--- src/hdl/soc_pkg.sv ---
`default_nettype none

package soc_pkg;

	// ----------------------------------------------------------------------
	// Bus widths
	// ----------------------------------------------------------------------
	localparam int WB_ADDR_W = 32;
	localparam int DATA_W = 32;

	// CSR word address comes from byte address bits 15:2
	localparam int CSR_ADDR_W = 14;
	localparam int CSR_ADDR_LSB = 2;

	// ----------------------------------------------------------------------
	// Bank map and register offsets
	// ----------------------------------------------------------------------
	// Bank field is the top of the CSR word address
	localparam int CSR_BANK_W = 4;
	localparam logic [CSR_BANK_W-1:0] CSR_BANK_SYSCTL = 4'd1;

	// Offset within a bank, low CSR address bits
	localparam int REG_OFS_W = 4;

	typedef enum logic [REG_OFS_W-1:0] {
		REG_GPIO_IN       = 4'd0,
		REG_GPIO_OUT      = 4'd1,
		REG_GPIO_IRQ_EN   = 4'd2,
		REG_SYSTEM_ID     = 4'd3,
		REG_TIMER_CTRL    = 4'd4,
		REG_TIMER_COMPARE = 4'd5,
		REG_TIMER_COUNTER = 4'd6
	} sysctl_reg_e;

	// ----------------------------------------------------------------------
	// System controller
	// ----------------------------------------------------------------------
	// Board revision nibble plus three buttons
	localparam int GPIO_IN_W = 7;
	// Two LEDs
	localparam int GPIO_OUT_W = 2;
	// Reads as "MONE"
	localparam logic [DATA_W-1:0] SYSTEM_ID = 32'h4D4F_4E45;

	localparam int TIMER_CTRL_EN_BIT = 0;
	localparam int TIMER_CTRL_AR_BIT = 1;

	// Bit 0 GPIO, bit 1 timer
	localparam int IRQ_W = 2;

	// Reset stretch lengths
	localparam int RST_CNT_W = 10;
	localparam int FLASH_RST_CNT_W = 8;

	typedef enum logic [2:0] {
		ST_IDLE,
		ST_WRITE,
		ST_READ,
		ST_READ_WAIT,
		ST_ACK
	} bridge_state_e;

endpackage

`default_nettype wire

--- src/hdl/csr_if.sv ---
`default_nettype none

interface csr_if
	import soc_pkg::*;
();

	logic [CSR_ADDR_W-1:0] csr_a;
	logic                  csr_we;
	logic [DATA_W-1:0]     csr_dw;

	// One read-data line per slave, zero when not selected
	logic [DATA_W-1:0]     dr_gpio;
	logic [DATA_W-1:0]     dr_timer;

	modport bridge (
		output csr_a, csr_we, csr_dw,
		input  dr_gpio, dr_timer
	);

	modport gpio (
		input  csr_a, csr_we, csr_dw,
		output dr_gpio
	);

	modport timer (
		input  csr_a, csr_we, csr_dw,
		output dr_timer
	);

endinterface

`default_nettype wire

--- src/hdl/csr_bridge.sv ---
`default_nettype none

module csr_bridge
	import soc_pkg::*;
(
	input  wire                  sys_clk,
	input  wire                  sys_rst_i,

	// Classic bus slave port
	input  wire [WB_ADDR_W-1:0]  wb_adr_i,
	input  wire [DATA_W-1:0]     wb_dat_i,
	input  wire                  wb_cyc_i,
	input  wire                  wb_stb_i,
	input  wire                  wb_we_i,
	output logic [DATA_W-1:0]    wb_dat_o,
	output logic                 wb_ack_o,

	// CSR master side
	csr_if.bridge                csr
);

	bridge_state_e state;
	bridge_state_e state_nxt;

	logic [DATA_W-1:0] csr_dr;

	// Slaves drive zero unless addressed, so a plain OR combines them
	assign csr_dr = csr.dr_gpio | csr.dr_timer;

	// ----------------------------------------------------------------------
	// FSM
	// ----------------------------------------------------------------------
	always_ff @(posedge sys_clk) begin
		if (sys_rst_i)
			state <= ST_IDLE;
		else
			state <= state_nxt;
	end

	always_comb begin
		state_nxt = state;
		case (state)
			ST_IDLE: begin
				if (wb_cyc_i && wb_stb_i) begin
					if (wb_we_i)
						state_nxt = ST_WRITE;
					else
						state_nxt = ST_READ;
				end
			end
			ST_WRITE:
				state_nxt = ST_ACK;
			// Slaves register their read data during this cycle
			ST_READ:
				state_nxt = ST_READ_WAIT;
			ST_READ_WAIT:
				state_nxt = ST_ACK;
			// Master drops stb on the ack edge, back to idle
			ST_ACK:
				state_nxt = ST_IDLE;
			default:
				state_nxt = ST_IDLE;
		endcase
	end

	// ----------------------------------------------------------------------
	// Address, write data and read data registers
	// ----------------------------------------------------------------------
	always_ff @(posedge sys_clk) begin
		// Sampled while idle, frozen for the rest of the transfer
		if (state == ST_IDLE) begin
			csr.csr_a <= wb_adr_i[CSR_ADDR_LSB +: CSR_ADDR_W];
			csr.csr_dw <= wb_dat_i;
		end
		if (state == ST_READ_WAIT)
			wb_dat_o <= csr_dr;
	end

	// Single-cycle strobes straight from the state
	assign csr.csr_we = (state == ST_WRITE);
	assign wb_ack_o = (state == ST_ACK);

endmodule

`default_nettype wire

--- src/hdl/reset_sequencer.sv ---
`default_nettype none

module reset_sequencer
	import soc_pkg::*;
(
	input  wire  sys_clk,
	input  wire  trigger_reset,
	output logic sys_rst_o,
	output logic flash_rst_n_o
);

	logic [RST_CNT_W-1:0]       rst_cnt;
	logic [FLASH_RST_CNT_W-1:0] flash_cnt;

	// ----------------------------------------------------------------------
	// System reset stretch
	// ----------------------------------------------------------------------
	// Reload on every request, then count down to zero
	always_ff @(posedge sys_clk) begin
		if (trigger_reset) begin
			rst_cnt <= '1;
			sys_rst_o <= 1'b1;
		end else begin
			if (rst_cnt != '0)
				rst_cnt <= rst_cnt - 1'b1;
			sys_rst_o <= (rst_cnt != '0);
		end
	end

	// ----------------------------------------------------------------------
	// Boot flash reset
	// ----------------------------------------------------------------------
	// Much shorter than the system stretch, so the flash is out of
	// reset and readable before the first instruction fetch
	always_ff @(posedge sys_clk) begin
		if (trigger_reset)
			flash_cnt <= '0;
		else if (!flash_cnt[FLASH_RST_CNT_W-1])
			flash_cnt <= flash_cnt + 1'b1;
	end

	// Top bit sticks once set
	assign flash_rst_n_o = flash_cnt[FLASH_RST_CNT_W-1];

endmodule

`default_nettype wire

--- src/hdl/sysctl_gpio.sv ---
`default_nettype none

module sysctl_gpio
	import soc_pkg::*;
(
	input  wire                   sys_clk,
	input  wire                   sys_rst_i,
	input  wire [GPIO_IN_W-1:0]   gpio_inputs_i,
	output logic [GPIO_OUT_W-1:0] gpio_outputs_o,
	output logic                  irq_o,
	csr_if.gpio                   csr
);

	logic [GPIO_IN_W-1:0] gpio_in_meta;
	logic [GPIO_IN_W-1:0] gpio_in_sync;
	logic [GPIO_IN_W-1:0] gpio_in_prev;
	logic [GPIO_IN_W-1:0] irq_en;

	logic        bank_sel;
	sysctl_reg_e reg_ofs;

	assign bank_sel = (csr.csr_a[CSR_ADDR_W-1 -: CSR_BANK_W] == CSR_BANK_SYSCTL);
	assign reg_ofs = sysctl_reg_e'(csr.csr_a[REG_OFS_W-1:0]);

	// ----------------------------------------------------------------------
	// Input synchronizer and change detect
	// ----------------------------------------------------------------------
	always_ff @(posedge sys_clk) begin
		gpio_in_meta <= gpio_inputs_i;
		gpio_in_sync <= gpio_in_meta;
		gpio_in_prev <= gpio_in_sync;
	end

	// Pulse on any enabled bit that changed
	always_ff @(posedge sys_clk) begin
		if (sys_rst_i)
			irq_o <= 1'b0;
		else
			irq_o <= |((gpio_in_sync ^ gpio_in_prev) & irq_en);
	end

	// ----------------------------------------------------------------------
	// Register writes
	// ----------------------------------------------------------------------
	always_ff @(posedge sys_clk) begin
		if (sys_rst_i) begin
			gpio_outputs_o <= '0;
			irq_en <= '0;
		end else if (csr.csr_we && bank_sel) begin
			case (reg_ofs)
				REG_GPIO_OUT:
					gpio_outputs_o <= csr.csr_dw[GPIO_OUT_W-1:0];
				REG_GPIO_IRQ_EN:
					irq_en <= csr.csr_dw[GPIO_IN_W-1:0];
				default: ;
			endcase
		end
	end

	// ----------------------------------------------------------------------
	// Register reads
	// ----------------------------------------------------------------------
	always_ff @(posedge sys_clk) begin
		csr.dr_gpio <= '0;
		if (bank_sel) begin
			case (reg_ofs)
				REG_GPIO_IN:
					csr.dr_gpio <= DATA_W'(gpio_in_sync);
				REG_GPIO_OUT:
					csr.dr_gpio <= DATA_W'(gpio_outputs_o);
				REG_GPIO_IRQ_EN:
					csr.dr_gpio <= DATA_W'(irq_en);
				REG_SYSTEM_ID:
					csr.dr_gpio <= SYSTEM_ID;
				// Timer offsets answer from the timer
				default:
					csr.dr_gpio <= '0;
			endcase
		end
	end

endmodule

`default_nettype wire

--- src/hdl/sysctl_soc.sv ---
`default_nettype none

module sysctl_soc
	import soc_pkg::*;
(
	input  wire                   sys_clk,
	input  wire                   trigger_reset,

	// Bus slave port
	input  wire [WB_ADDR_W-1:0]   wb_adr_i,
	input  wire [DATA_W-1:0]      wb_dat_i,
	input  wire                   wb_cyc_i,
	input  wire                   wb_stb_i,
	input  wire                   wb_we_i,
	output logic [DATA_W-1:0]     wb_dat_o,
	output logic                  wb_ack_o,

	// Buttons, board revision and LEDs
	input  wire [GPIO_IN_W-1:0]   gpio_inputs_i,
	output logic [GPIO_OUT_W-1:0] gpio_outputs_o,

	output logic [IRQ_W-1:0]      irq_o,
	output logic                  flash_rst_n_o,
	output logic                  periph_rst_n_o
);

	logic sys_rst;
	logic gpio_irq;
	logic timer_irq;

	csr_if csr_bus ();

	// ----------------------------------------------------------------------
	// Reset generation
	// ----------------------------------------------------------------------
	reset_sequencer u_reset_sequencer (
		.sys_clk       (sys_clk),
		.trigger_reset (trigger_reset),
		.sys_rst_o     (sys_rst),
		.flash_rst_n_o (flash_rst_n_o)
	);

	assign periph_rst_n_o = ~sys_rst;

	// ----------------------------------------------------------------------
	// Bus to CSR bridge and system-control bank
	// ----------------------------------------------------------------------
	csr_bridge u_csr_bridge (
		.sys_clk   (sys_clk),
		.sys_rst_i (sys_rst),
		.wb_adr_i  (wb_adr_i),
		.wb_dat_i  (wb_dat_i),
		.wb_cyc_i  (wb_cyc_i),
		.wb_stb_i  (wb_stb_i),
		.wb_we_i   (wb_we_i),
		.wb_dat_o  (wb_dat_o),
		.wb_ack_o  (wb_ack_o),
		.csr       (csr_bus.bridge)
	);

	sysctl_gpio u_sysctl_gpio (
		.sys_clk        (sys_clk),
		.sys_rst_i      (sys_rst),
		.gpio_inputs_i  (gpio_inputs_i),
		.gpio_outputs_o (gpio_outputs_o),
		.irq_o          (gpio_irq),
		.csr            (csr_bus.gpio)
	);

	sysctl_timer u_sysctl_timer (
		.sys_clk   (sys_clk),
		.sys_rst_i (sys_rst),
		.irq_o     (timer_irq),
		.csr       (csr_bus.timer)
	);

	assign irq_o = {timer_irq, gpio_irq};

endmodule

`default_nettype wire

--- src/hdl/sysctl_timer.sv ---
`default_nettype none

module sysctl_timer
	import soc_pkg::*;
(
	input  wire  sys_clk,
	input  wire  sys_rst_i,
	output logic irq_o,
	csr_if.timer csr
);

	logic              en;
	logic              autorestart;
	logic [DATA_W-1:0] compare;
	logic [DATA_W-1:0] counter;

	logic        bank_sel;
	logic        reg_wr;
	sysctl_reg_e reg_ofs;

	assign bank_sel = (csr.csr_a[CSR_ADDR_W-1 -: CSR_BANK_W] == CSR_BANK_SYSCTL);
	assign reg_ofs = sysctl_reg_e'(csr.csr_a[REG_OFS_W-1:0]);
	assign reg_wr = csr.csr_we && bank_sel;

	// ----------------------------------------------------------------------
	// Counter, match and register writes
	// ----------------------------------------------------------------------
	always_ff @(posedge sys_clk) begin
		if (sys_rst_i) begin
			en <= 1'b0;
			autorestart <= 1'b0;
			compare <= '0;
			counter <= '0;
			irq_o <= 1'b0;
		end else begin
			irq_o <= 1'b0;
			if (en) begin
				if (counter == compare) begin
					counter <= '0;
					irq_o <= 1'b1;
					// One-shot stops here
					if (!autorestart)
						en <= 1'b0;
				end else begin
					counter <= counter + 1'b1;
				end
			end

			// Bus writes win over the count
			if (reg_wr) begin
				case (reg_ofs)
					REG_TIMER_CTRL: begin
						en <= csr.csr_dw[TIMER_CTRL_EN_BIT];
						autorestart <= csr.csr_dw[TIMER_CTRL_AR_BIT];
					end
					REG_TIMER_COMPARE:
						compare <= csr.csr_dw;
					REG_TIMER_COUNTER:
						counter <= csr.csr_dw;
					default: ;
				endcase
			end
		end
	end

	// ----------------------------------------------------------------------
	// Register reads
	// ----------------------------------------------------------------------
	always_ff @(posedge sys_clk) begin
		csr.dr_timer <= '0;
		if (bank_sel) begin
			case (reg_ofs)
				REG_TIMER_CTRL: begin
					csr.dr_timer[TIMER_CTRL_EN_BIT] <= en;
					csr.dr_timer[TIMER_CTRL_AR_BIT] <= autorestart;
				end
				REG_TIMER_COMPARE:
					csr.dr_timer <= compare;
				REG_TIMER_COUNTER:
					csr.dr_timer <= counter;
				default:
					csr.dr_timer <= '0;
			endcase
		end
	end

endmodule

`default_nettype wire

--- config.mk ---
export PLATFORM = sky130hd
export DESIGN_NAME = sysctl_soc
export DESIGN_NICKNAME = d
export VERILOG_FILES = /design/src/hdl/soc_pkg.sv /design/src/hdl/csr_if.sv /design/src/hdl/csr_bridge.sv /design/src/hdl/reset_sequencer.sv /design/src/hdl/sysctl_gpio.sv /design/src/hdl/sysctl_soc.sv /design/src/hdl/sysctl_timer.sv
export SDC_FILE = /design/constraint.sdc
export NUM_CORES = 1
export LEC_CHECK = 0
export BUFFER_PORTS_ARGS = -buffer_cell sky130_fd_sc_hd__buf_2
export CAP_MARGIN = 5
export CORE_MARGIN = 2
export CORE_UTILIZATION = 45
export DETAILED_ROUTE_END_ITERATION = 7
export GPL_ROUTABILITY_DRIVEN = 0
export PLACE_DENSITY = 0.69
export SYNTH_ARGS = -nofsm -noshare
export SYNTH_HDL_FRONTEND = slang
export SYNTH_HIERARCHICAL = 1
export SYNTH_SLANG_ARGS = --single-unit
--- constraint.sdc ---
create_clock -name sys_clk -period 12.6 [get_ports sys_clk]
set_input_delay 1.26 -clock sys_clk [delete_from_list [all_inputs] [get_ports sys_clk]]
set_output_delay 1.26 -clock sys_clk [all_outputs]
set_load 0.02 [all_outputs]
* After elaboration in Yosys (flattened, before gate mapping)
Index checks and enable logic that the tools add are counted.
** Word-level totals
- Flip-flop bits (word level) :: 262
- Input bits :: 76
- Output and inout port bits :: 39
- Logic and storage cells :: 71
** Cells by class
- Add/sub/neg operators :: 3
- Equality and inequality tests :: 13
- Multiplexer cells :: 17
- Bitwise operators :: 5
- Reductions and logical operators :: 12
** Operators with widths (number)
- 32-bit two-way mux :: 4
- 31-bit one-hot mux with 4 select lines :: 1
- 30-bit one-hot mux with 2 select lines :: 1
- 32-bit by 1-bit adder with 32-bit output, second input constant :: 1
- 32-bit == test :: 1
- 32-bit OR :: 1
- 4-bit by 3-bit == test with 1-bit output, second input constant :: 3
- 10-bit nonzero test :: 1
- 10-bit by 1-bit subtractor with 10-bit output, second input constant :: 1
- 3-bit one-hot mux with 3 select lines :: 1
- 8-bit by 1-bit adder with 8-bit output, second input constant :: 1
- 4-bit by 1-bit == test with 1-bit output, second input constant :: 2
- 4-bit by 2-bit == test with 1-bit output, second input constant :: 2
- 8-bit two-way mux :: 1
- 2-bit AND reduction :: 4
- 7-bit bitwise AND :: 1
- 7-bit OR reduction :: 1
- 7-bit XOR :: 1
- 3-bit by 2-bit == test with 1-bit output, second input constant :: 2
- 1-bit two-way mux :: 6
- 2-bit one-hot mux with 3 select lines :: 1
- 4-bit logical NOT :: 1
- 2-bit OR reduction :: 2
- 3-bit by 1-bit == test with 1-bit output, second input constant :: 1
- 7 further kinds :: 9

* Depth between registers and ports, before layout
- Depth in word-level cells :: 5
- Gate-level depth with buffers :: 8
- Gate-level depth less buffers :: 6

* Hierarchy
The synthesis kept the hierarchy.
** By module, submodules not included
- sysctl_timer :: instances 1, cells each 549, area each 4789.6 µm², sequential area each 1981.9 µm²
- csr_bridge :: instances 1, cells each 124, area each 2671.3 µm², sequential area each 2402.3 µm²
- sysctl_gpio :: instances 1, cells each 139, area each 1498.9 µm², sequential area each 780.7 µm²
- reset_sequencer :: instances 1, cells each 92, area each 859.6 µm², sequential area each 380.4 µm²
- sysctl_soc :: instances 1, cells each 3, area each 18.8 µm², sequential area each 0.0 µm²

* Worst setup path before layout
Ideal clock, no wire load.
- Path kind :: register -> register
- Start point :: reg u_csr_bridge.state[0]
- End point :: reg u_csr_bridge.csr.csr_a[0] (enable)
- Library setup time :: 0.507 ns
- Arrival time :: 3.526 ns
- Slack :: 8.567 ns
- Stages on the path, launching flop included :: 2
- Cells stage by stage :: dfxtp_1 nor3_1
** Between the ends
- Cells in the longest elaborated chain, start to end :: 1
** Ends and longest elaborated chain
- start, declared :: line csr_bridge.sv:22 : bridge_state_e state;
- start signal, assigned :: line csr_bridge.sv:37 : state <= state_nxt;
- 3-bit logical NOT :: line csr_bridge.sv:71 : if (state == ST_IDLE) begin
- end signal, assigned :: line csr_bridge.sv:72 : csr.csr_a <= wb_adr_i[CSR_ADDR_LSB +: CSR_ADDR_W];
- end, declared :: line csr_if.sv:16 : output csr_a, csr_we, csr_dw,
No other way between the ends.
A chain may end at the register's enable or synchronous reset.

* Worst setup path after layout
- Start point :: reg u_csr_bridge.csr.csr_a[1]
- End point :: reg u_sysctl_timer.counter[26]
** Between the ends
- Cells in the longest elaborated chain, start to end :: 3
** Ends and longest elaborated chain
- 4-bit by 3-bit == test with 1-bit output :: line sysctl_timer.sv:51 : case (reg_ofs)
- 32-bit two-way mux :: line sysctl_timer.sv:51
- 32-bit two-way mux :: line sysctl_timer.sv:50 : if (reg_wr) begin
- end signal, assigned :: line sysctl_timer.sv:45 : counter <= counter + 1'b1;
- end signal, assigned :: line sysctl_timer.sv:59 : counter <= csr.csr_dw;
- end, declared :: line sysctl_timer.sv:15 : logic [DATA_W-1:0] counter;
No other way between the ends.

==> results by group <==
Status
  – Result of the run: finished clean

Critical path
  – CP max FO: 39
  – Max stage delay on crit path: 0.79 ns
  – Capture point of the worst reg-to-reg path: u_sysctl_timer/counter[26]
  – Capturing element type of the critical path: register
  – R2R setup slack: 9.44 ns
  – RR Startpoint: u_csr_bridge/csr.csr_a[1]
  – Register-to-Register Path Depth: 6
  – Critical Path Source: u_csr_bridge/csr.csr_a[1]
  – Critical path data arrival time: ~3.6 ns
  – Crit Path Class: register to register
  – Data required time of the critical path: approximately 13 ns
  – Startpoint Class: register
  – CP max stage cell: sky130_fd_sc_hd__edfxtp_1
  – CP Buf/Inv Count: 1
  – Crit path max-delay family: simple AND/OR/NAND/NOR gates
  – Worst path cell trace: nor4bb_4 -> buf_4 -> nand3_1 -> nor2_4 -> a2111oi_0 -> a211oi_1
  – Number of gates on the worst path with buffers counted: 6
  – Capture point of the worst path: u_sysctl_timer/counter[26]

Floorplan
  – Area of the die: 22700 um2
  – Die outline height: 151 um
  – Width of the die: 151 um
  – Boundary pin count: around 120
  – Row count: 53
  – Area of the core: 21000 um2
  – Initial cell density of the core: 45.9%

STA
  – Post-Route Skew: 0.0140 ns
  – Clock period minus final worst setup slack: between 3 and 4 ns
  – Max-slew headroom at the worst pin: between 20 and 30%
  – Peak clock frequency supported by timing: ~320 MHz
  – Final period util: between 20% and 30%
  – Post-layout worst setup margin: 9.44 ns
  – Final count of negative-setup-slack endpoints: 0
  – Setup repair after global routing missed its margin: no
  – Final count of pins violating max slew: 0
  – Transition at the pin with the smallest max-transition slack: 1.08 ns
  – Setup TNS after final layout: 0 ns
  – Final Hold Fails: 0

Clock tree
  – Number of buffers inserted during clock tree synthesis: 25
  – Clock tree from TritonCTS: built
  – Clock insertion delay at the later pin of the skew report: 0.51 ns
  – Post-CTS sizing: 0
  – CTS H-Tree Depth: 1
  – CTS max path bufs: 3
  – Post-CTS Setup Bufs: 0
  – Number of clock sinks: ~230
  – Cell at the root of the clock tree: sky130_fd_sc_hd__clkbuf_16
  – Clock slew at reported path FFs: roughly 0.060 ns
  – Post-cts hold buffer count: 0

Pwr
  – Net load switching power: roughly 0.30 mW
  – Combinational Power Share: 1.7%
  – Switching Share: 20.4%
  – Power Density: 136 nW/um2
  – Total internal power: 1.18 mW
  – Part of the power in registers: 53.7%
  – Leak Pwr: between 3 and 4 nW
  – Portion of total power attributed to the clock network: 44.6%
  – Worst vdd rail ir drop: 0.0871 mV

Routing
  – DR vias/cell: ~5.2
  – Total number of vias: 6541
  – Antenna viol nets, final: 0
  – Routed WL per cell: 15.9 um
  – TritonRoute pass-1 iters: 7
  – Number of violations reported at the end of detailed-routing iteration 0: ~440
  – DRC violation count after routing: 0
  – Sum of routed wire length over all layers: a little under 20000 um

Yosys
  – Netlist area before placement: 9660 um2
  – YS warnings: 6
  – Mean Syn Cell Area: around 11 um2
  – Syn Inst Count: 901

Hold path
  – Kind of path behind the tightest hold check: register to register
  – Number of cells on the worst hold path: 0

Final layout
  – Most common cell after layout, fill and taps aside: sky130_fd_sc_hd__dfxtp_1
  – Area Overhead vs Synth: 12.2%
  – Antenna diode count: 0
  – Fraction of layout instances using a drive strength above 1: between 20 and 25%
  – Total of fill cells in the finished design: 1922
  – Commonest non-fill, non-tap cells in the layout: sky130_fd_sc_hd__dfxtp_1, sky130_fd_sc_hd__nand2_1, sky130_fd_sc_hd__buf_2
  – Final #Nets: 1037

Place
  – HPWL after detailed placement: ~14000 um
  – Number of buffers added on ports: 90
  – Placement Setup Slack: 9.46 ns

GRT
  – Total global routing overflow: 0
  – Global-route wire length before repair: 31800 um
  – Largest net degree at the start of global routing: 56
  – Vias in the first global route: 6171
  – Number of antenna violations at the first check in global routing: 0
  – Total global routing track utilization: 17.7%

Job
  – Max Cap Viol: 0
==> metrics by stage <==
stage | util (%) | std cells | total power [mW] | area (um2) | hold WS [ns]
after CTS | 51.5 | 1250 | 1.49 | 10800 | 0.329
after detailed placement | 48.0 | 1206 | 0.834 | 10100 | 0.318
after floorplan | - | 912 | 0.822 | 9700 | 0.310
after global placement | 48.0 | 1206 | 0.833 | 10100 | 0.312
final | 51.5 | 1250 | 1.48 | 10800 | 0.324
after global routing | 51.5 | 1250 | 1.53 | 10800 | 0.337
==> flip-flops by register name (all words and copies together) (netlist names), 2 cells and up <==
register,count
u_sysctl_timer/counter,32
u_sysctl_timer/csr.dr_timer,32
u_sysctl_gpio/gpio_in_prev,7
u_csr_bridge/wb_dat_o,32
u_reset_sequencer/rst_cnt,10
u_sysctl_gpio/gpio_in_sync,7
u_sysctl_gpio/csr.dr_gpio,8
u_sysctl_timer/compare,32
u_sysctl_gpio/irq_en,7
u_sysctl_gpio/gpio_outputs_o,2
u_csr_bridge/csr.csr_a,8
u_sysctl_gpio/gpio_in_meta,7
u_csr_bridge/csr.csr_dw,32
u_reset_sequencer/flash_cnt,8
u_csr_bridge/state,3
==> power groups by stage <==
stage	logic (mW)	registers (mW)	clock network, mW
global placement	0.0251	0.808	0
floorplan	0.0181	0.804	0
CTS	0.0257	0.792	0.673
global route	0.0286	0.794	0.705
finish	0.0257	0.792	0.659
detailed placement	0.0256	0.808	0
==> layout make-up <==
| type | instances | area [um2] | area share (%) |
|---|---|---|---|
| repair buffers | 98 | 510 | 4.71 |
| inverters | 12 | 45.0 | 0.416 |
| clock buffers | 35 | 693 | 6.40 |
| well taps | 275 | 344 | 3.18 |
| flip-flops and latches | 232 | 5370 | 49.5 |
| clock inverters | 9 | 50.0 | 0.462 |
| multi-input cells | 589 | 3820 | 35.3 |
==> metal layers <==
metal  global-route usage, %  vias to the layer above  wire length, um  share of wire, %
met5                       0                        -                0                 0
met1                    24.5                     3023             8970                45
met3                    3.61                       37             1510               7.6
met4                    4.72                        0              335               1.7
met2                    28.3                      203             9010                45
li1                        -                     3278                -                 -
==> worst min path at each step <==
stage | slack, ns | end | from
floorplan | 0.31 | u_sysctl_gpio/gpio_in_sync[0] | u_sysctl_gpio/gpio_in_meta[0]
global placement | 0.31 | u_sysctl_gpio/gpio_in_sync[5] | u_sysctl_gpio/gpio_in_meta[5]
detailed placement | 0.32 | u_sysctl_gpio/gpio_in_sync[4] | u_sysctl_gpio/gpio_in_meta[4]
CTS | 0.33 | u_sysctl_gpio/gpio_in_sync[5] | u_sysctl_gpio/gpio_in_meta[5]
global route | 0.34 | u_sysctl_gpio/gpio_in_sync[5] | u_sysctl_gpio/gpio_in_meta[5]
finish | 0.32 | u_sysctl_gpio/gpio_in_sync[5] | u_sysctl_gpio/gpio_in_meta[5]
(Power assumes the default switching activity.)
